`config.mk`:
```
export PLATFORM = sky130hd
export DESIGN_NAME = am_lock_top
export DESIGN_NICKNAME = d
export VERILOG_FILES = /design/src/design/pcs_block_pkg.sv /design/src/design/am_lock_pkg.sv /design/src/design/am_match_decoder.sv /design/src/design/am_lock_fsm.sv /design/src/design/bip_error_checker.sv /design/src/design/am_lock_top.sv
export SDC_FILE = /design/constraint.sdc
export NUM_CORES = 1
export LEC_CHECK = 0
export ABC_AREA = 1
export CELL_PAD_IN_SITES_DETAIL_PLACEMENT = 0
export CELL_PAD_IN_SITES_GLOBAL_PLACEMENT = 1
export CORE_ASPECT_RATIO = 1.2
export CORE_MARGIN = 1.5
export CORE_UTILIZATION = 34
export DETAILED_ROUTE_END_ITERATION = 10
export DONT_BUFFER_PORTS = 1
export GPL_ROUTABILITY_DRIVEN = 0
export PLACE_DENSITY_LB_ADDON = 0.1
export SLEW_MARGIN = 20
export SYNTH_ARGS = -nofsm -noshare
export SYNTH_HDL_FRONTEND = slang
export SYNTH_SLANG_ARGS = --single-unit
```
`constraint.sdc`:
```
create_clock -name i_clock -period 3.03 [get_ports i_clock]
set_input_delay 0.1515 -clock i_clock [delete_from_list [all_inputs] [get_ports i_clock]]
set_output_delay 0.1515 -clock i_clock [all_outputs]
set_load 0.01 [all_outputs]
```
`src/design/pcs_block_pkg.sv`:
```
// 64b/66b coded block format shared by the receive AM lock stage.
// Holds the block widths, the sync header codes and a packed union that
// gives a block two views, the generic payload and the alignment marker
// fields. Modules import it inside their body and use scoped names in
// their port lists.

`default_nettype none

package pcs_block_pkg;

    localparam int NB_BLOCK   = 66;             // coded block width
    localparam int NB_SH      = 2;              // sync header width
    localparam int NB_PAYLOAD = NB_BLOCK - NB_SH;
    localparam int NB_BIP     = 8;              // bip3/bip7 field width

    localparam logic [NB_SH-1:0] SH_DATA = 2'b01;   // data block
    localparam logic [NB_SH-1:0] SH_CTRL = 2'b10;   // control block, carries AMs

    // generic view, header on top of the scrambled payload
    typedef struct packed {
        logic [NB_SH-1:0]      sh;
        logic [NB_PAYLOAD-1:0] payload;
    } pcs_raw_t;

    // alignment marker view, fields in transmit order from the msb down
    typedef struct packed {
        logic [NB_SH-1:0]  sh;
        logic [7:0]        m0;
        logic [7:0]        m1;
        logic [7:0]        m2;
        logic [NB_BIP-1:0] bip3;                // parity over the previous period
        logic [7:0]        m4;                  // m4..m6 are ~m0..~m2
        logic [7:0]        m5;
        logic [7:0]        m6;
        logic [NB_BIP-1:0] bip7;                // ~bip3 on the wire
    } pcs_am_t;

    typedef union packed {
        pcs_raw_t raw;
        pcs_am_t  am;
    } pcs_block_t;

endpackage

`default_nettype wire

```
`src/design/am_lock_pkg.sv`:
```
// Lane alignment marker lock protocol constants.
// Marker table for the four lanes, marker period, lock FSM state codes
// and the widths of the thresholds and status counters. The period is cut
// down for simulation; a full-size lane uses 16384 blocks between markers.

`default_nettype none

package am_lock_pkg;

    localparam int N_LANES    = 4;
    localparam int NB_LANE_ID = 2;
    localparam int NB_AM      = 48;             // m0..m2 and m4..m6

    // 100G lane markers, each 24 bit code followed by its complement
    localparam logic [N_LANES-1:0][NB_AM-1:0] AM_TABLE = {
        48'h4D957B_B26A84,                      // lane 3
        48'h594BE8_A6B417,                      // lane 2
        48'h9D718E_628E71,                      // lane 1
        48'hC16821_3E97DE                       // lane 0
    };

    localparam int NB_PERIOD = 3;
    localparam int AM_PERIOD = 8;               // blocks from marker to marker

    localparam int NB_THR    = 3;               // valid and invalid thresholds
    localparam int NB_ERR    = 16;              // bip3 error counter
    localparam int NB_RESYNC = 8;               // resync event counter

    // lock FSM encoding
    localparam int NB_STATE = 2;
    localparam logic [NB_STATE-1:0] ST_SEARCH = 2'b00;  // waiting for a candidate
    localparam logic [NB_STATE-1:0] ST_VERIFY = 2'b01;  // counting good markers
    localparam logic [NB_STATE-1:0] ST_LOCKED = 2'b10;  // tracking, counting misses

endpackage

`default_nettype wire

```
`src/design/am_match_decoder.sv`:
```
// Alignment marker decoder for the receive lock stage.
// Compares the marker fields of a control block against all four lane
// markers in parallel, ignoring bit positions set in the compare mask.
// Purely combinational; the lowest matching lane wins.

`timescale 1ns/1ps
`default_nettype none

module am_match_decoder
(
    input  wire pcs_block_pkg::pcs_block_t          i_block,
    input  wire [am_lock_pkg::NB_AM-1:0]            i_compare_mask,
    output logic                                    o_match,
    output logic [am_lock_pkg::NB_LANE_ID-1:0]      o_match_lane
);

    import pcs_block_pkg::*;
    import am_lock_pkg::*;

    logic [NB_AM-1:0]   am_value;                   // marker bytes without bip
    logic               is_ctrl;
    logic [N_LANES-1:0] lane_hit;

    assign am_value = {i_block.am.m0, i_block.am.m1, i_block.am.m2,
                       i_block.am.m4, i_block.am.m5, i_block.am.m6};

    assign is_ctrl = (i_block.am.sh == SH_CTRL);

    always_comb
    begin
        for (int k = 0; k < N_LANES; k++)
        begin
            // masked bits never count as a difference
            lane_hit[k] = is_ctrl &&
                          (((am_value ^ AM_TABLE[k]) & ~i_compare_mask) == '0);
        end
    end

    assign o_match = |lane_hit;

    // lowest lane has priority when a loose mask hits several
    always_comb
    begin
        o_match_lane = '0;
        for (int k = N_LANES - 1; k >= 0; k--)
        begin
            if (lane_hit[k])
            begin
                o_match_lane = NB_LANE_ID'(k);
            end
        end
    end

endmodule

`default_nettype wire

```
`src/design/am_lock_fsm.sv`:
```
// Alignment marker lock state machine.
// Takes the first matching marker as a candidate, then checks every
// AM_PERIOD-th valid block for the same lane. Enough good markers give
// lock; enough bad ones while locked drop it with a resync pulse.
// Lock state and lane are registered, the strobes are combinational
// and qualified by i_valid.

`timescale 1ns/1ps
`default_nettype none

module am_lock_fsm
(
    input  wire                                     i_clock,
    input  wire                                     i_reset,
    input  wire                                     i_valid,
    input  wire                                     i_block_lock,
    input  wire                                     i_match,
    input  wire [am_lock_pkg::NB_LANE_ID-1:0]       i_match_lane,
    input  wire [am_lock_pkg::NB_THR-1:0]           i_valid_thr,
    input  wire [am_lock_pkg::NB_THR-1:0]           i_invalid_thr,
    output logic                                    o_am_lock,
    output logic [am_lock_pkg::NB_LANE_ID-1:0]      o_lane_id,
    output logic                                    o_resync,
    output logic                                    o_am_pulse,
    output logic                                    o_search_start
);

    import am_lock_pkg::*;

    logic [NB_STATE-1:0]   state;
    logic [NB_STATE-1:0]   state_next;
    logic [NB_LANE_ID-1:0] lane;
    logic [NB_LANE_ID-1:0] lane_next;
    logic [NB_PERIOD-1:0]  timer;                   // valid blocks since last marker
    logic [NB_PERIOD-1:0]  timer_next;
    logic [NB_THR-1:0]     valid_cnt;
    logic [NB_THR-1:0]     valid_cnt_next;
    logic [NB_THR-1:0]     invalid_cnt;
    logic [NB_THR-1:0]     invalid_cnt_next;
    logic [NB_THR-1:0]     valid_inc;
    logic [NB_THR-1:0]     invalid_inc;
    logic                  expected;                // block sits on the marker slot
    logic                  same_lane;

    assign expected    = (timer == NB_PERIOD'(AM_PERIOD - 1));
    assign same_lane   = i_match && (i_match_lane == lane);
    assign valid_inc   = valid_cnt + 1'b1;
    assign invalid_inc = invalid_cnt + 1'b1;

    always_comb
    begin
        state_next       = state;
        lane_next        = lane;
        timer_next       = timer;
        valid_cnt_next   = valid_cnt;
        invalid_cnt_next = invalid_cnt;
        o_resync         = 1'b0;
        o_am_pulse       = 1'b0;
        o_search_start   = 1'b0;
        if (i_valid)
        begin
            if (!i_block_lock)
            begin
                state_next = ST_SEARCH;             // no alignment without block lock
                o_resync   = (state == ST_LOCKED);
            end
            else
            begin
                timer_next = expected ? '0 : timer + 1'b1;
                case (state)
                    ST_SEARCH:
                    begin
                        if (i_match)
                        begin
                            o_search_start = 1'b1;  // candidate marker
                            lane_next      = i_match_lane;
                            timer_next     = '0;
                            valid_cnt_next = NB_THR'(1);
                            state_next     = ST_VERIFY;
                        end
                    end
                    ST_VERIFY:
                    begin
                        if (expected && same_lane && (valid_inc >= i_valid_thr))
                        begin
                            state_next       = ST_LOCKED;
                            invalid_cnt_next = '0;
                            o_am_pulse       = 1'b1;    // lock completing marker
                        end
                        else if (expected && same_lane)
                        begin
                            valid_cnt_next = valid_inc;
                        end
                        else if (expected)
                        begin
                            state_next = ST_SEARCH; // candidate was false
                        end
                    end
                    ST_LOCKED:
                    begin
                        if (expected && same_lane)
                        begin
                            invalid_cnt_next = '0;
                            o_am_pulse       = 1'b1;
                        end
                        else if (expected && (invalid_inc >= i_invalid_thr))
                        begin
                            state_next = ST_SEARCH;
                            o_resync   = 1'b1;
                        end
                        else if (expected)
                        begin
                            invalid_cnt_next = invalid_inc;
                        end
                    end
                    default:
                    begin
                        state_next = ST_SEARCH;
                    end
                endcase
            end
        end
    end

    always_ff @(posedge i_clock)
    begin
        if (i_reset)
        begin
            state       <= ST_SEARCH;
            lane        <= '0;
            timer       <= '0;
            valid_cnt   <= '0;
            invalid_cnt <= '0;
        end
        else
        begin
            state       <= state_next;
            lane        <= lane_next;
            timer       <= timer_next;
            valid_cnt   <= valid_cnt_next;
            invalid_cnt <= invalid_cnt_next;
        end
    end

    assign o_am_lock = (state == ST_LOCKED);
    assign o_lane_id = lane;

endmodule

`default_nettype wire

```
`src/design/bip_error_checker.sv`:
```
// BIP3 checker for the receive lock stage.
// Folds every valid block payload into an 8 bit running parity, bit i
// being the XOR of payload bits j with j mod 8 == i. At each accepted
// marker the carried bip3 is compared with the parity of the blocks since
// the previous marker, and mismatches are counted with saturation.
// A restart clears the parity and the count for a new lock attempt.

`timescale 1ns/1ps
`default_nettype none

module bip_error_checker
(
    input  wire                                 i_clock,
    input  wire                                 i_reset,
    input  wire                                 i_valid,
    input  wire pcs_block_pkg::pcs_block_t      i_block,
    input  wire                                 i_am_pulse,
    input  wire                                 i_restart,
    output logic [am_lock_pkg::NB_ERR-1:0]      o_error_count
);

    import pcs_block_pkg::*;
    import am_lock_pkg::*;

    logic [NB_BIP-1:0] fold;                        // parity of this block alone
    logic [NB_BIP-1:0] bip_acc;
    logic              bip_bad;

    // bit i of every payload byte lands on accumulator bit i
    always_comb
    begin
        fold = '0;
        for (int k = 0; k < NB_PAYLOAD / NB_BIP; k++)
        begin
            fold = fold ^ i_block.raw.payload[k*NB_BIP +: NB_BIP];
        end
    end

    assign bip_bad = (i_block.am.bip3 != bip_acc);

    always_ff @(posedge i_clock)
    begin
        if (i_reset)
        begin
            bip_acc       <= '0;
            o_error_count <= '0;
        end
        else if (i_restart)
        begin
            bip_acc       <= '0;                    // new period starts after this block
            o_error_count <= '0;
        end
        else if (i_am_pulse)
        begin
            bip_acc <= '0;                          // marker itself not folded in
            if (bip_bad && (o_error_count != '1))
            begin
                o_error_count <= o_error_count + 1'b1;
            end
        end
        else if (i_valid)
        begin
            bip_acc <= bip_acc ^ fold;
        end
    end

endmodule

`default_nettype wire

```
`src/design/am_lock_top.sv`:
```
// Top level of the single lane receive alignment marker lock stage.
// Decoder, lock FSM and BIP3 checker in a decode/execute/result chain,
// followed by one register stage for data, valid and the marker strobe.
// Also counts resync events. Thresholds and the compare mask are static
// settings driven from outside.

`timescale 1ns/1ps
`default_nettype none

module am_lock_top
(
    input  wire                                     i_clock,
    input  wire                                     i_reset,
    input  wire                                     i_valid,
    input  wire                                     i_block_lock,
    input  wire [pcs_block_pkg::NB_BLOCK-1:0]       i_data,
    input  wire [am_lock_pkg::NB_AM-1:0]            i_compare_mask,
    input  wire [am_lock_pkg::NB_THR-1:0]           i_valid_thr,
    input  wire [am_lock_pkg::NB_THR-1:0]           i_invalid_thr,
    output logic [pcs_block_pkg::NB_BLOCK-1:0]      o_data,
    output logic                                    o_valid,
    output logic                                    o_am_strobe,
    output logic                                    o_am_lock,
    output logic [am_lock_pkg::NB_LANE_ID-1:0]      o_lane_id,
    output logic                                    o_resync,
    output logic [am_lock_pkg::NB_RESYNC-1:0]       o_resync_count,
    output logic [am_lock_pkg::NB_ERR-1:0]          o_error_count
);

    import pcs_block_pkg::*;
    import am_lock_pkg::*;

    pcs_block_t          block;
    logic                match;
    logic [NB_LANE_ID-1:0] match_lane;
    logic                resync;
    logic                am_pulse;
    logic                search_start;

    assign block = i_data;

    am_match_decoder u_am_match_decoder
    (
        .i_block        (block),
        .i_compare_mask (i_compare_mask),
        .o_match        (match),
        .o_match_lane   (match_lane)
    );

    am_lock_fsm u_am_lock_fsm
    (
        .i_clock        (i_clock),
        .i_reset        (i_reset),
        .i_valid        (i_valid),
        .i_block_lock   (i_block_lock),
        .i_match        (match),
        .i_match_lane   (match_lane),
        .i_valid_thr    (i_valid_thr),
        .i_invalid_thr  (i_invalid_thr),
        .o_am_lock      (o_am_lock),
        .o_lane_id      (o_lane_id),
        .o_resync       (resync),
        .o_am_pulse     (am_pulse),
        .o_search_start (search_start)
    );

    bip_error_checker u_bip_error_checker
    (
        .i_clock        (i_clock),
        .i_reset        (i_reset),
        .i_valid        (i_valid),
        .i_block        (block),
        .i_am_pulse     (am_pulse),
        .i_restart      (resync | search_start),    // new lock attempt
        .o_error_count  (o_error_count)
    );

    always_ff @(posedge i_clock)
    begin
        o_data <= i_data;                           // datapath register
        if (i_reset)
        begin
            o_valid        <= 1'b0;
            o_am_strobe    <= 1'b0;
            o_resync       <= 1'b0;
            o_resync_count <= '0;
        end
        else
        begin
            o_valid     <= i_valid;
            o_am_strobe <= am_pulse;
            o_resync    <= resync;
            if (resync && (o_resync_count != '1))   // saturates
            begin
                o_resync_count <= o_resync_count + 1'b1;
            end
        end
    end

endmodule

`default_nettype wire

```
# ---- Word-level counts from Yosys, hierarchy flattened
# Index checks and enable logic that the tools add are counted.
# Widths: inputs -> output; s select.
dict set report classes {
  add_sub_neg 5
  multipliers 0
  n_div 0
  order_cmp 2
  eq_ne 19
  shift 0
  n_mux 38
  n_bitwise 18
  reduce_logical 26
}
# operator n
set ops {}
lappend ops {{$and 48x48->48} 4}
lappend ops {{$logic_not 48->1} 4}
lappend ops {{$not 24->24} 4}
lappend ops {{$xor 8x8->8} 8}
lappend ops {{$not 48->48} 1}
lappend ops {{$mux 3} 10}
lappend ops {{$mux 2} 11}
lappend ops {{$reduce_and 6->1} 3}
lappend ops {{$add 16x1->16 const B} 1}
lappend ops {{$ne 16x16->1 const B} 1}
lappend ops {{$mux 1} 13}
lappend ops {{$pmux 3 s2} 2}
lappend ops {{$logic_and 1x1->1} 10}
lappend ops {{$add 3x1->3 const B} 3}
lappend ops {{$ne 3x2->1 const B} 3}
lappend ops {{$add 8x1->8 const B} 1}
lappend ops {{$ne 8x8->1} 1}
lappend ops {{$ne 8x8->1 const B} 1}
lappend ops {{$ge 3x3->1} 2}
lappend ops {{$ne 2x1->1 const B} 3}
lappend ops {{$pmux 2 s3} 1}
lappend ops {{$eq 2x2->1 const B} 2}
lappend ops {{$ne 4x2->1 const B} 1}
lappend ops {{$ne 4x4->1 const B} 1}
lappend ops {{other kinds (15)} 17}
dict set report totals {
  regBits 114
  latch_bits 0
  ram_bits 0
  rom_bits 0
  inputBits 124
  output_inout_bits 96
  wordCells 120
  memories 0
}

# ---- Logic depth before layout (Yosys ltp)
# Gate-level depths: netlist (run 1).
dict set report logic_depth {
  ltp_word 17
  mapped_depth 23
  ltp_nobuf 22
}

# ---- Modules after synthesis
# A second synthesis (run 1) with hierarchy kept.
dict set report hier_totals {
  hier_cells 1128
  area_unflattened_um2 6879.1
}
# mod n_inst cells_each area_per_inst_um2 seq_area_each_um2
set modules_own_cells {}
lappend modules_own_cells {bip_error_checker 1 528 2668.8 480.5}
lappend modules_own_cells {am_lock_top 1 141 1860.5 1541.5}
lappend modules_own_cells {am_match_decoder 1 301 1266.2 0.0}
lappend modules_own_cells {am_lock_fsm 1 158 1083.5 260.2}

# ---- Worst setup path after synthesis (run 1)
# No wires, ideal clock.
dict set report synth_path {
  path_kind {register -> register}
  startpoint {register u_am_lock_fsm.valid_cnt[0]}
  endpoint {register u_bip_error_checker.o_error_count[15] (netlist name)}
  setup_ns 0.064
  t_arrival_ns 2.320
  required_time_ns 2.966
  path_slack_ns 0.646
  stages_incl_launch_ff 16
  n_path_buf 0
  synth_period_minus_slack_ns 2.384
  path_cell_list {dfxtp_1 > ha_1 > xor2_1 > ha_1 > nand2_1 > o21ai_0 > a31oi_1 > inv_1 > nand2_1 > a21oi_1 > nand4_1 > nor2_2 > nand2_1 > o21bai_1 > inv_1 > nor2_1}
}
dict set report synth_between {
  elab_chain_cells 8
}
# item line
set synth_rtl {}
lappend synth_rtl {{start: declaration} am_lock_fsm.sv:36} ;# logic [NB_THR-1:0] valid_cnt;
lappend synth_rtl {{start signal: assignment} am_lock_fsm.sv:140} ;# valid_cnt <= valid_cnt_next;
lappend synth_rtl {{$add 3x1->3} am_lock_fsm.sv:47} ;# assign valid_inc = valid_cnt + 1'b1;
lappend synth_rtl {{$ge 3x3->1} am_lock_fsm.sv:84} ;# if (expected && same_lane && (valid_inc >= i_valid_thr))
lappend synth_rtl {{$logic_and 1x1->1} am_lock_fsm.sv:84}
lappend synth_rtl {{$mux 1} am_lock_fsm.sv:84}
lappend synth_rtl {{$pmux 1 s2} am_lock_fsm.sv:70} ;# case (state)
lappend synth_rtl {{$mux 1} am_lock_fsm.sv:62} ;# if (!i_block_lock)
lappend synth_rtl {{$mux 1} am_lock_fsm.sv:60} ;# if (i_valid)
lappend synth_rtl {{$reduce_and 2->1 (no line)} --}
lappend synth_rtl {{end signal: assignment} bip_error_checker.sv:58} ;# o_error_count <= o_error_count + 1'b1;
lappend synth_rtl {{end: declaration} bip_error_checker.sv:19} ;# output logic [am_lock_pkg::NB_ERR-1:0] o_error_count
# Every way passes these cells.
# A chain may end at the register's enable or synchronous reset.

# ---- Worst setup path in the final report (run 1)
# Same ends and word-level chain as after synthesis.

==> results of run 1 <==
[worst min-delay path by stage]
stage / cells past startpoint / slack, ps / endpoint
floorplan: 0 / 180 / o_data[0]
CTS: 3 / 4 / u_bip_error_checker.bip_acc[2]
finish: 2 / 20 / o_valid
detailed placement: 0 / 180 / o_data[65]
global route: 3 / 50 / u_bip_error_checker.bip_acc[0]
global placement: 0 / 180 / o_data[64]
[worst reg2reg max path, cell delays in order, from the launching register on]
cell and delay, ps:
dfxtp_1 330, ha_1 210, xor2_1 150, ha_1 320, nand2_1 60, o21ai_0 140
a31oi_1 80, inv_1 120, nand2_1 60, a21oi_1 150, buf_4 160, nand4_1 210
nor2_4 270, nand2_1 100, o21bai_1 160, inv_1 50, nor2_1 70
[what timing repair did]
item / in CTS / in global routing
gates resized for setup: 0 / 1
endpoints found under the setup margin: 0 / 3
endpoints found under the hold margin: 85 / 0
hold buffers: 69 / 0
setup buffers: 0 / 2
[cell usage after synthesis]
master,count
nand2_1,266
nor2_1,203
inv_1,168
dfxtp_1,114
nand3_1,46
xnor2_1,39
xor2_1,34
a21oi_1,29
nand4_1,20
o21ai_0,19
ha_1,16
nor3_1,12
nand2_2,7
nor2_2,7
clkbuf_1,4
or2_2,4
nand2_4,3
a31oi_1,2
o21bai_1,2
a211oi_1,1
a21oi_2,1
a41oi_1,1
buf_6,1
clkinv_1,1
clkinv_2,1
nand3_2,1
nand3b_1,1
nand4_4,1
nor2_4,1
nor4_1,1
o211ai_1,1
o221ai_1,1
[cells by family after synthesis]
family	Yosys count	share of synthesized area, %
DFF	114	35.2
AOI/OAI and AO/OA	57	4.77
and+or+nand+nor	573	36.7
adders and majority gates	16	3.09
xor gates and xnor gates	73	9.87
buffers and inverters	175	10.3
[metal layers]
metal	track usage (%)	part of all wire [%]	vias up	wire length (um)
met3	5.85	4.8	35	1100
met2	44.3	53	172	12100
met1	25.5	39	2727	8890
met5	0	0	-	0
li1	-	-	3230	-
met4	9.20	2.9	0	671
[flip-flops by register name (all words and copies together) (netlist names), 2 cells and up]
signal / count
o_data: 66
u_bip_error_checker.bip_acc: 8
u_am_lock_fsm.o_lane_id: 2
u_am_lock_fsm.invalid_cnt: 3
u_am_lock_fsm.valid_cnt: 3
u_am_lock_fsm.timer: 3
u_bip_error_checker.o_error_count: 16
o_resync_count: 8
u_am_lock_fsm.state: 2
[power breakdown]
part | internal [mW] | switching (mW)
clock | 1.14 | 0.687
sequential | 1.58 | 0.0681
combinational | 0.262 | 0.338
[cell type report]
| type | count | area [um^2] |
|---|---|---|
| fillers | 2053 | 10800 |
| multi-input cells | 719 | 3530 |
| flip-flops and latches | 114 | 2280 |
| repair buffers | 73 | 721 |
| inverters | 170 | 639 |
| clock buffers | 20 | 457 |
| well taps | 256 | 320 |
| clock inverters | 8 | 65.1 |
==> flow_summary.json, run 1 <==
{
  "grt_antenna_before_repair": 0,
  "final-setup-viol-count": 0,
  "synth_cell_type_count": 32,
  "finalPower_mw": 4.07,
  "vias": 6164,
  "dp_slack_ps": 205,
  "p_leak_nw": 3.91,
  "slowest_stage": "dfxtp_1",
  "finalClockSkew_ps": 13.6,
  "ant_nets": 0,
  "hold_ws_ps": 20.1,
  "layout_commonest_cell": "nand2_1",
  "worst-path-max-fanout": 7,
  "synth_area_leaders": "dfxtp_1 35%, nand2_1 15%, nor2_1 12%",
  "ioPinCount": 220,
  "grt_overflow": 0,
  "synth_seq_cells": 114,
  "grt_pass1_vias": 6397,
  "syn_nets": 1148,
  "yosys.area.top_type": "dfxtp_1",
  "post-route-period-util_pct": 88.8,
  "hpwlAfterDp_um": 18300,
  "wl_um": 22800,
  "die_h_um": 154,
  "worst_slack_ps": 340,
  "path_depth": 16,
  "crit_family": "simple AND/OR/NAND/NOR gates",
  "core_area_um2": 18800,
  "worst_path_most_repeated_cell": "nand2_1",
  "regToRegSetupSlack_ps": 340,
  "final_cell_mix": "266 x nand2_1, 203 x nor2_1, 168 x inv_1",
  "syn_area_um2": 6470,
  "drv_slew": 0,
  "yosys_warnings": 0,
  "tritoncts": "yes",
  "cts_sinks": 114,
  "worstHoldStart": "i_valid",
  "htree_levels": 4,
  "min_path_type": "input port to flip-flop",
  "start_util_pct": 34.5,
  "antennaDiodeCount": 0,
  "relSlewSlack_pct": 51.0,
  "syn_area_per_cell_um2": 6.42,
  "finalNonFillerCells": 1360,
  "clk_pin_slew_ps": 50,
  "yosysSeqAreaShare_pct": 35.2,
  "final_layout_size_suffix_gt1_share_pct": 5.16,
  "power.density_nw_per_um2": 508,
  "outcome": "finished, final reports clean",
  "drt_iter0_markers": 274,
  "worstPathArrival_ps": 3040,
  "fp.dieW_um": 129,
  "ff2ff_path_depth": 16,
  "place_inst": 1261,
  "reg2reg_from": "u_am_lock_fsm.valid_cnt[0]",
  "grt_use_total_pct": 23.8,
  "rows": 55,
  "cts-root-buf": "clkbuf_16",
  "rsz0062_at_grt": "false",
  "slowest_delay_ps": 330,
  "fin_crit_ps": 2690,
  "max_freq_mhz": 372,
  "worstSetupPathType": "flip-flop to flip-flop",
  "synthCells": 1008,
  "hold_viol_final": 0,
  "final_util_pct": 42.7,
  "cp_num_buf_inv": 3,
  "crit_end": "u_bip_error_checker.o_error_count[15]",
  "synth_top_area_share_pct": 35.2,
  "critical_path.endpoint_type": "flip-flop",
  "wire_per_inst_um": 16.7,
  "clkLatencyLatePin_ps": 420,
  "final_area_um2": 8020,
  "clock_path_buffers": 2,
  "drc": 0,
  "cts_buffers": 17,
  "viasPerCell": 4.53,
  "nNetsFinal": 1235,
  "setup_tns_ps": 0,
  "postPlaceCellArea_um2": 6780,
  "tightest_slew_ps": 733,
  "path_cells": "ha_1 -> xor2_1 -> ha_1 -> nand2_1 -> o21ai_0 -> a31oi_1 -> inv_1 -> nand2_1 -> a21oi_1 -> buf_4 -> nand4_1 -> nor2_4 -> nand2_1 -> o21bai_1 -> inv_1 -> nor2_1",
  "io_buffers": 0,
  "grt_pass1_wl_um": 35200,
  "crit_start": "u_am_lock_fsm.valid_cnt[0]",
  "cap_violations": 0,
  "first_pass_iters": 4,
  "max-vdd-ir-drop_mv": 0.375,
  "grt_max_degree": 18,
  "syn2layout_area_growth_pct": 23.8,
  "die_area_um2": 19900,
  "cp.required_ps": 3380,
  "reg2reg_to": "u_bip_error_checker.o_error_count[15]",
  "start_kind": "flip-flop"
}
Note: power is estimated with default switching activity, not from simulation.
==> run 2: changes to the inputs <==
CORE_UTILIZATION = 43   (was 34)
PLACE_DENSITY = 0.76   (was not set)
PLACE_DENSITY_LB_ADDON = not set   (was 0.1)
==> flow_summary.json, run 2 (same netlist as run 1, synthesis figures left out) <==
{
  "outcome": "finished, final reports clean",
  "post-route-period-util_pct": 89.8,
  "critical_path.endpoint_type": "flip-flop",
  "reg2reg_to": "u_bip_error_checker.o_error_count[15]",
  "rsz0062_at_grt": "false",
  "fin_crit_ps": 2720,
  "setup_tns_ps": 0,
  "nNetsFinal": 1232,
  "grt_antenna_before_repair": 0,
  "tritoncts": "yes",
  "max_freq_mhz": 368,
  "io_buffers": 0,
  "fillCellCount": 1529,
  "slowest_stage": "dfxtp_1",
  "path_cells": "ha_1 -> xor2_1 -> ha_1 -> nand2_1 -> o21ai_0 -> a31oi_1 -> inv_1 -> nand2_1 -> a21oi_1 -> nand4_1 -> nor2_2 -> nand2_1 -> o21bai_1 -> inv_1 -> nor2_1",
  "rows": 48,
  "power.density_nw_per_um2": 548,
  "clkLatencyLatePin_ps": 410,
  "core_area_um2": 14500,
  "syn2layout_area_growth_pct": 24.3,
  "layout_commonest_cell": "nand2_1",
  "worst-path-max-fanout": 7,
  "crit_start": "u_am_lock_fsm.valid_cnt[0]",
  "slowest_delay_ps": 330,
  "vias": 6149,
  "ioPinCount": 220,
  "grt_overflow": 0,
  "relSlewSlack_pct": 49.4,
  "wire_per_inst_um": 16.0,
  "cp.required_ps": 3380,
  "drt_iter0_markers": 283,
  "worstHoldStart": "i_valid",
  "ant_nets": 0,
  "ff2ff_path_depth": 15,
  "finalNonFillerCells": 1305,
  "dp_slack_ps": 285,
  "grt_pass1_vias": 6060,
  "seq_area_um2": 2280,
  "min_path_type": "input port to flip-flop",
  "clock_path_buffers": 2,
  "drc": 0,
  "worst_slack_ps": 310,
  "final-setup-viol-count": 0,
  "finalClockSkew_ps": 6.69,
  "cts_sinks": 114,
  "worst_path_most_repeated_cell": "nand2_1",
  "final_layout_size_suffix_gt1_share_pct": 5.16,
  "place_inst": 1203,
  "first_pass_iters": 5,
  "clk_pin_slew_ps": 50,
  "largestRegisters": "o_data x66, u_bip_error_checker.o_error_count x16",
  "multi_input_area_um2": 3530,
  "wl_um": 20900,
  "regToRegSetupSlack_ps": 310,
  "reg2reg_from": "u_am_lock_fsm.valid_cnt[0]",
  "post_cts_resized": 0,
  "worstSetupPathType": "flip-flop to flip-flop",
  "hold-path-endpoint": "u_bip_error_checker.bip_acc[1]",
  "grt_use_total_pct": 26.9,
  "die_area_um2": 15800,
  "hpwlAfterDp_um": 16400,
  "tightest_slew_ps": 757,
  "grt_pass1_wl_um": 31500,
  "die_h_um": 137,
  "fp.dieW_um": 115,
  "grt_max_degree": 18,
  "htree_levels": 4,
  "worstPathArrival_ps": 3070,
  "hold_viol_final": 0,
  "start_kind": "flip-flop",
  "hold_depth": 3,
  "cts-root-buf": "clkbuf_16",
  "viasPerCell": 4.71,
  "final_cell_mix": "266 x nand2_1, 203 x nor2_1, 168 x inv_1",
  "start_util_pct": 44.6,
  "cap_violations": 0,
  "top_register": "o_data",
  "drv_slew": 0,
  "postCtsSetupRepairBufs": 0,
  "max-vdd-ir-drop_mv": 0.328,
  "p_leak_nw": 3.95,
  "antennaDiodeCount": 0,
  "cts_buffers": 17,
  "largest_register_ffs": 66
}
-- run 2: worst max-delay path by stage --
| stage | endpoint | cells after the start |
|---|---|---|
| 2_1_floorplan | u_bip_error_checker.o_error_count[15] | 15 |
| 3_3_place_gp | u_bip_error_checker.o_error_count[15] | 15 |
| 3_5_place_dp | u_bip_error_checker.o_error_count[15] | 15 |
| 4_1_cts | u_bip_error_checker.o_error_count[15] | 15 |
| 5_1_grt | u_bip_error_checker.o_error_count[15] | 15 |
| 6_report | u_bip_error_checker.o_error_count[15] | 15 |
-- run 2: final cells by class --
| class | count | share of cell area, % |
|---|---|---|
| Clock inverter | 9 | 1.87 |
| Sequential cell | 114 | 28.4 |
| Timing Repair Buffer | 70 | 8.71 |
| Clock buffer | 23 | 6.19 |
| Tap cell | 200 | 3.11 |
| Multi-Input combinational cell | 719 | 43.8 |
| Inverter | 170 | 7.94 |
-- run 2: through the flow --
stage	power [mW]	instance area, um^2	hold slack (ps)	utilization [%]
3_5_place_dp	2.18	6700	179	46.1
3_3_place_gp	2.18	6700	179	46.1
5_1_grt	4.58	8050	27.9	55.4
2_1_floorplan	2.07	6470	179	-
4_1_cts	4.44	8050	2.36	55.4
6_report	4.41	8050	8.72	55.4
-- run 2: per-layer routing --
metal / up-vias / track usage [%] / wire (um)
li1: 3235 / - / -
met1: 2666 / 28.7 / 8130
met3: 46 / 6.51 / 1180
met4: 0 / 12.3 / 784
met2: 202 / 49.6 / 10800
met5: - / 0 / 0
-- run 2: timing repair --
item / in CTS / in global routing
endpoints found under the hold margin: 86 / 0
hold buffers: 70 / 0
endpoints found under the setup margin: 0 / 0
-- run 2: where the power goes --
group          total, mW  internal, mW  switching, mW
Combinational      0.592         0.261          0.331
Sequential          1.64          1.58         0.0666
Clock               2.17          1.48          0.692
-- run 2: worst max-delay path, delay by kind of cell (launching register included) --
kind | cells | cell delay, ps
simple gates | 6 | 830
compound gates | 4 | 680
fa+ha+maj | 2 | 520
flops | 1 | 330
buf+inv | 2 | 150
xor+xnor | 1 | 150
==> run 3: changes to the inputs <==
MAX_ROUTING_LAYER = met4   (was not set)
==> flow_summary.json, run 3 (same netlist as run 1, synthesis figures left out) <==
{
  "relSlewSlack_pct": 47.7,
  "met1_length_um": 8230,
  "cts_sinks": 114,
  "setup_tns_ps": 0,
  "viasPerCell": 4.71,
  "cp.required_ps": 3380,
  "critical_path.endpoint_type": "flip-flop",
  "syn2layout_area_growth_pct": 24.3,
  "crit_start": "u_am_lock_fsm.valid_cnt[0]",
  "start_util_pct": 44.6,
  "fin_crit_ps": 2710,
  "tritoncts": "yes",
  "reg2reg_from": "u_am_lock_fsm.valid_cnt[0]",
  "postCtsSetupRepairBufs": 0,
  "grt_antenna_before_repair": 0,
  "grt_use_total_pct": 27.6,
  "ff2ff_path_depth": 15,
  "clk_pin_slew_ps": 50,
  "drv_slew": 0,
  "tightest_slew_ps": 781,
  "ioPinCount": 220,
  "fillCellCount": 1529,
  "top_register": "o_data",
  "final_layout_size_suffix_gt1_share_pct": 5.16,
  "wl_met2_um": 10800,
  "core_area_um2": 14500,
  "drt_iter0_markers": 286,
  "grt_max_degree": 18,
  "drc": 0,
  "final_cell_mix": "266 x nand2_1, 203 x nor2_1, 168 x inv_1",
  "power.density_nw_per_um2": 548,
  "finalClockSkew_ps": 6.40,
  "htree_levels": 4,
  "min_path_type": "input port to flip-flop",
  "p_leak_nw": 3.95,
  "worst-path-max-fanout": 7,
  "largest_register_ffs": 66,
  "vias": 6143,
  "first_pass_iters": 10,
  "post_cts_resized": 0,
  "nNetsFinal": 1232,
  "largestRegisters": "o_data x66, u_bip_error_checker.o_error_count x16",
  "cts-root-buf": "clkbuf_16",
  "worstHoldStart": "i_valid",
  "io_buffers": 0,
  "cts_hold_buf": 70,
  "grt_overflow": 0,
  "final-setup-viol-count": 0,
  "grt_pass1_wl_um": 31500,
  "clkLatencyLatePin_ps": 420,
  "outcome": "finished, final reports clean",
  "layout_commonest_cell": "nand2_1",
  "wl_um": 20900,
  "hold_depth": 3,
  "die_area_um2": 15800,
  "cts_buffers": 17,
  "dp_slack_ps": 285,
  "clock_path_buffers": 2,
  "max-vdd-ir-drop_mv": 0.329,
  "start_kind": "flip-flop",
  "cap_violations": 0,
  "max_freq_mhz": 370,
  "hold_viol_final": 0,
  "worst_slack_ps": 325,
  "die_h_um": 137,
  "post-route-period-util_pct": 89.3,
  "fp.dieW_um": 115,
  "worstSetupPathType": "flip-flop to flip-flop",
  "top_layer": "met4",
  "antennaDiodeCount": 0,
  "hpwlAfterDp_um": 16400,
  "wire_per_inst_um": 16.0,
  "grt_pass1_vias": 6071,
  "rsz0062_at_grt": "false",
  "wl_met3_um": 1120,
  "rows": 48,
  "worstPathArrival_ps": 3060,
  "ant_nets": 0
}
==> run 3: metal layers <==
| layer | vias up | global-route usage (%) |
|---|---|---|
| li1 | 3228 | - |
| met5 | - | - |
| met2 | 194 | 49.6 |
| met3 | 41 | 6.38 |
| met4 | 0 | 12.2 |
| met1 | 2680 | 28.7 |
==> run 3: final timing paths <==
check,slack (ps),to
worst max-delay path,320,u_bip_error_checker.o_error_count[15]
worst min-delay path,8,u_bip_error_checker.bip_acc[1]
worst max register to register,320,u_bip_error_checker.o_error_count[15]
worst min register to register,470,u_am_lock_fsm.timer[2]
==> run 3: layout make-up <==
class / count / area, um^2 / share of cell area, %
inverter: 170 / 639 / 7.94
multi-input combinational: 719 / 3530 / 43.8
clock buffer: 23 / 498 / 6.19
sequential: 114 / 2280 / 28.4
clock inverter: 9 / 150 / 1.87
tap: 200 / 250 / 3.11
timing repair buffer: 70 / 701 / 8.71
==> run 3: where the power goes <==
group | internal [mW] | switching, mW
registers | 1.58 | 0.0667
logic | 0.261 | 0.331
clock network | 1.48 | 0.694
total | 3.32 | 1.09
==> run 3: through the flow <==
stage / std cells / power (mW) / instance area, um^2 / hold slack (ps) / util [%]
6_report: 1305 / 4.41 / 8050 / 8.33 / 55.4
5_1_grt: 1305 / 4.58 / 8050 / 27.9 / 55.4
4_1_cts: 1305 / 4.44 / 8050 / 2.36 / 55.4
3_5_place_dp: 1203 / 2.18 / 6700 / 179 / 46.1
3_3_place_gp: 1203 / 2.18 / 6700 / 179 / 46.1
2_1_floorplan: 1008 / 2.07 / 6470 / 179 / -
==> run 3: worst max-delay path, cell delays in order, from the launching register on <==
cell and delay, ps:
dfxtp_1 330, ha_1 210, xor2_1 150, ha_1 310
nand2_1 50, o21ai_0 140, a31oi_1 80, inv_1 100
nand2_1 50, a21oi_1 300, nand4_1 250, nor2_2 290
nand2_1 110, o21bai_1 150, inv_1 50, nor2_1 70
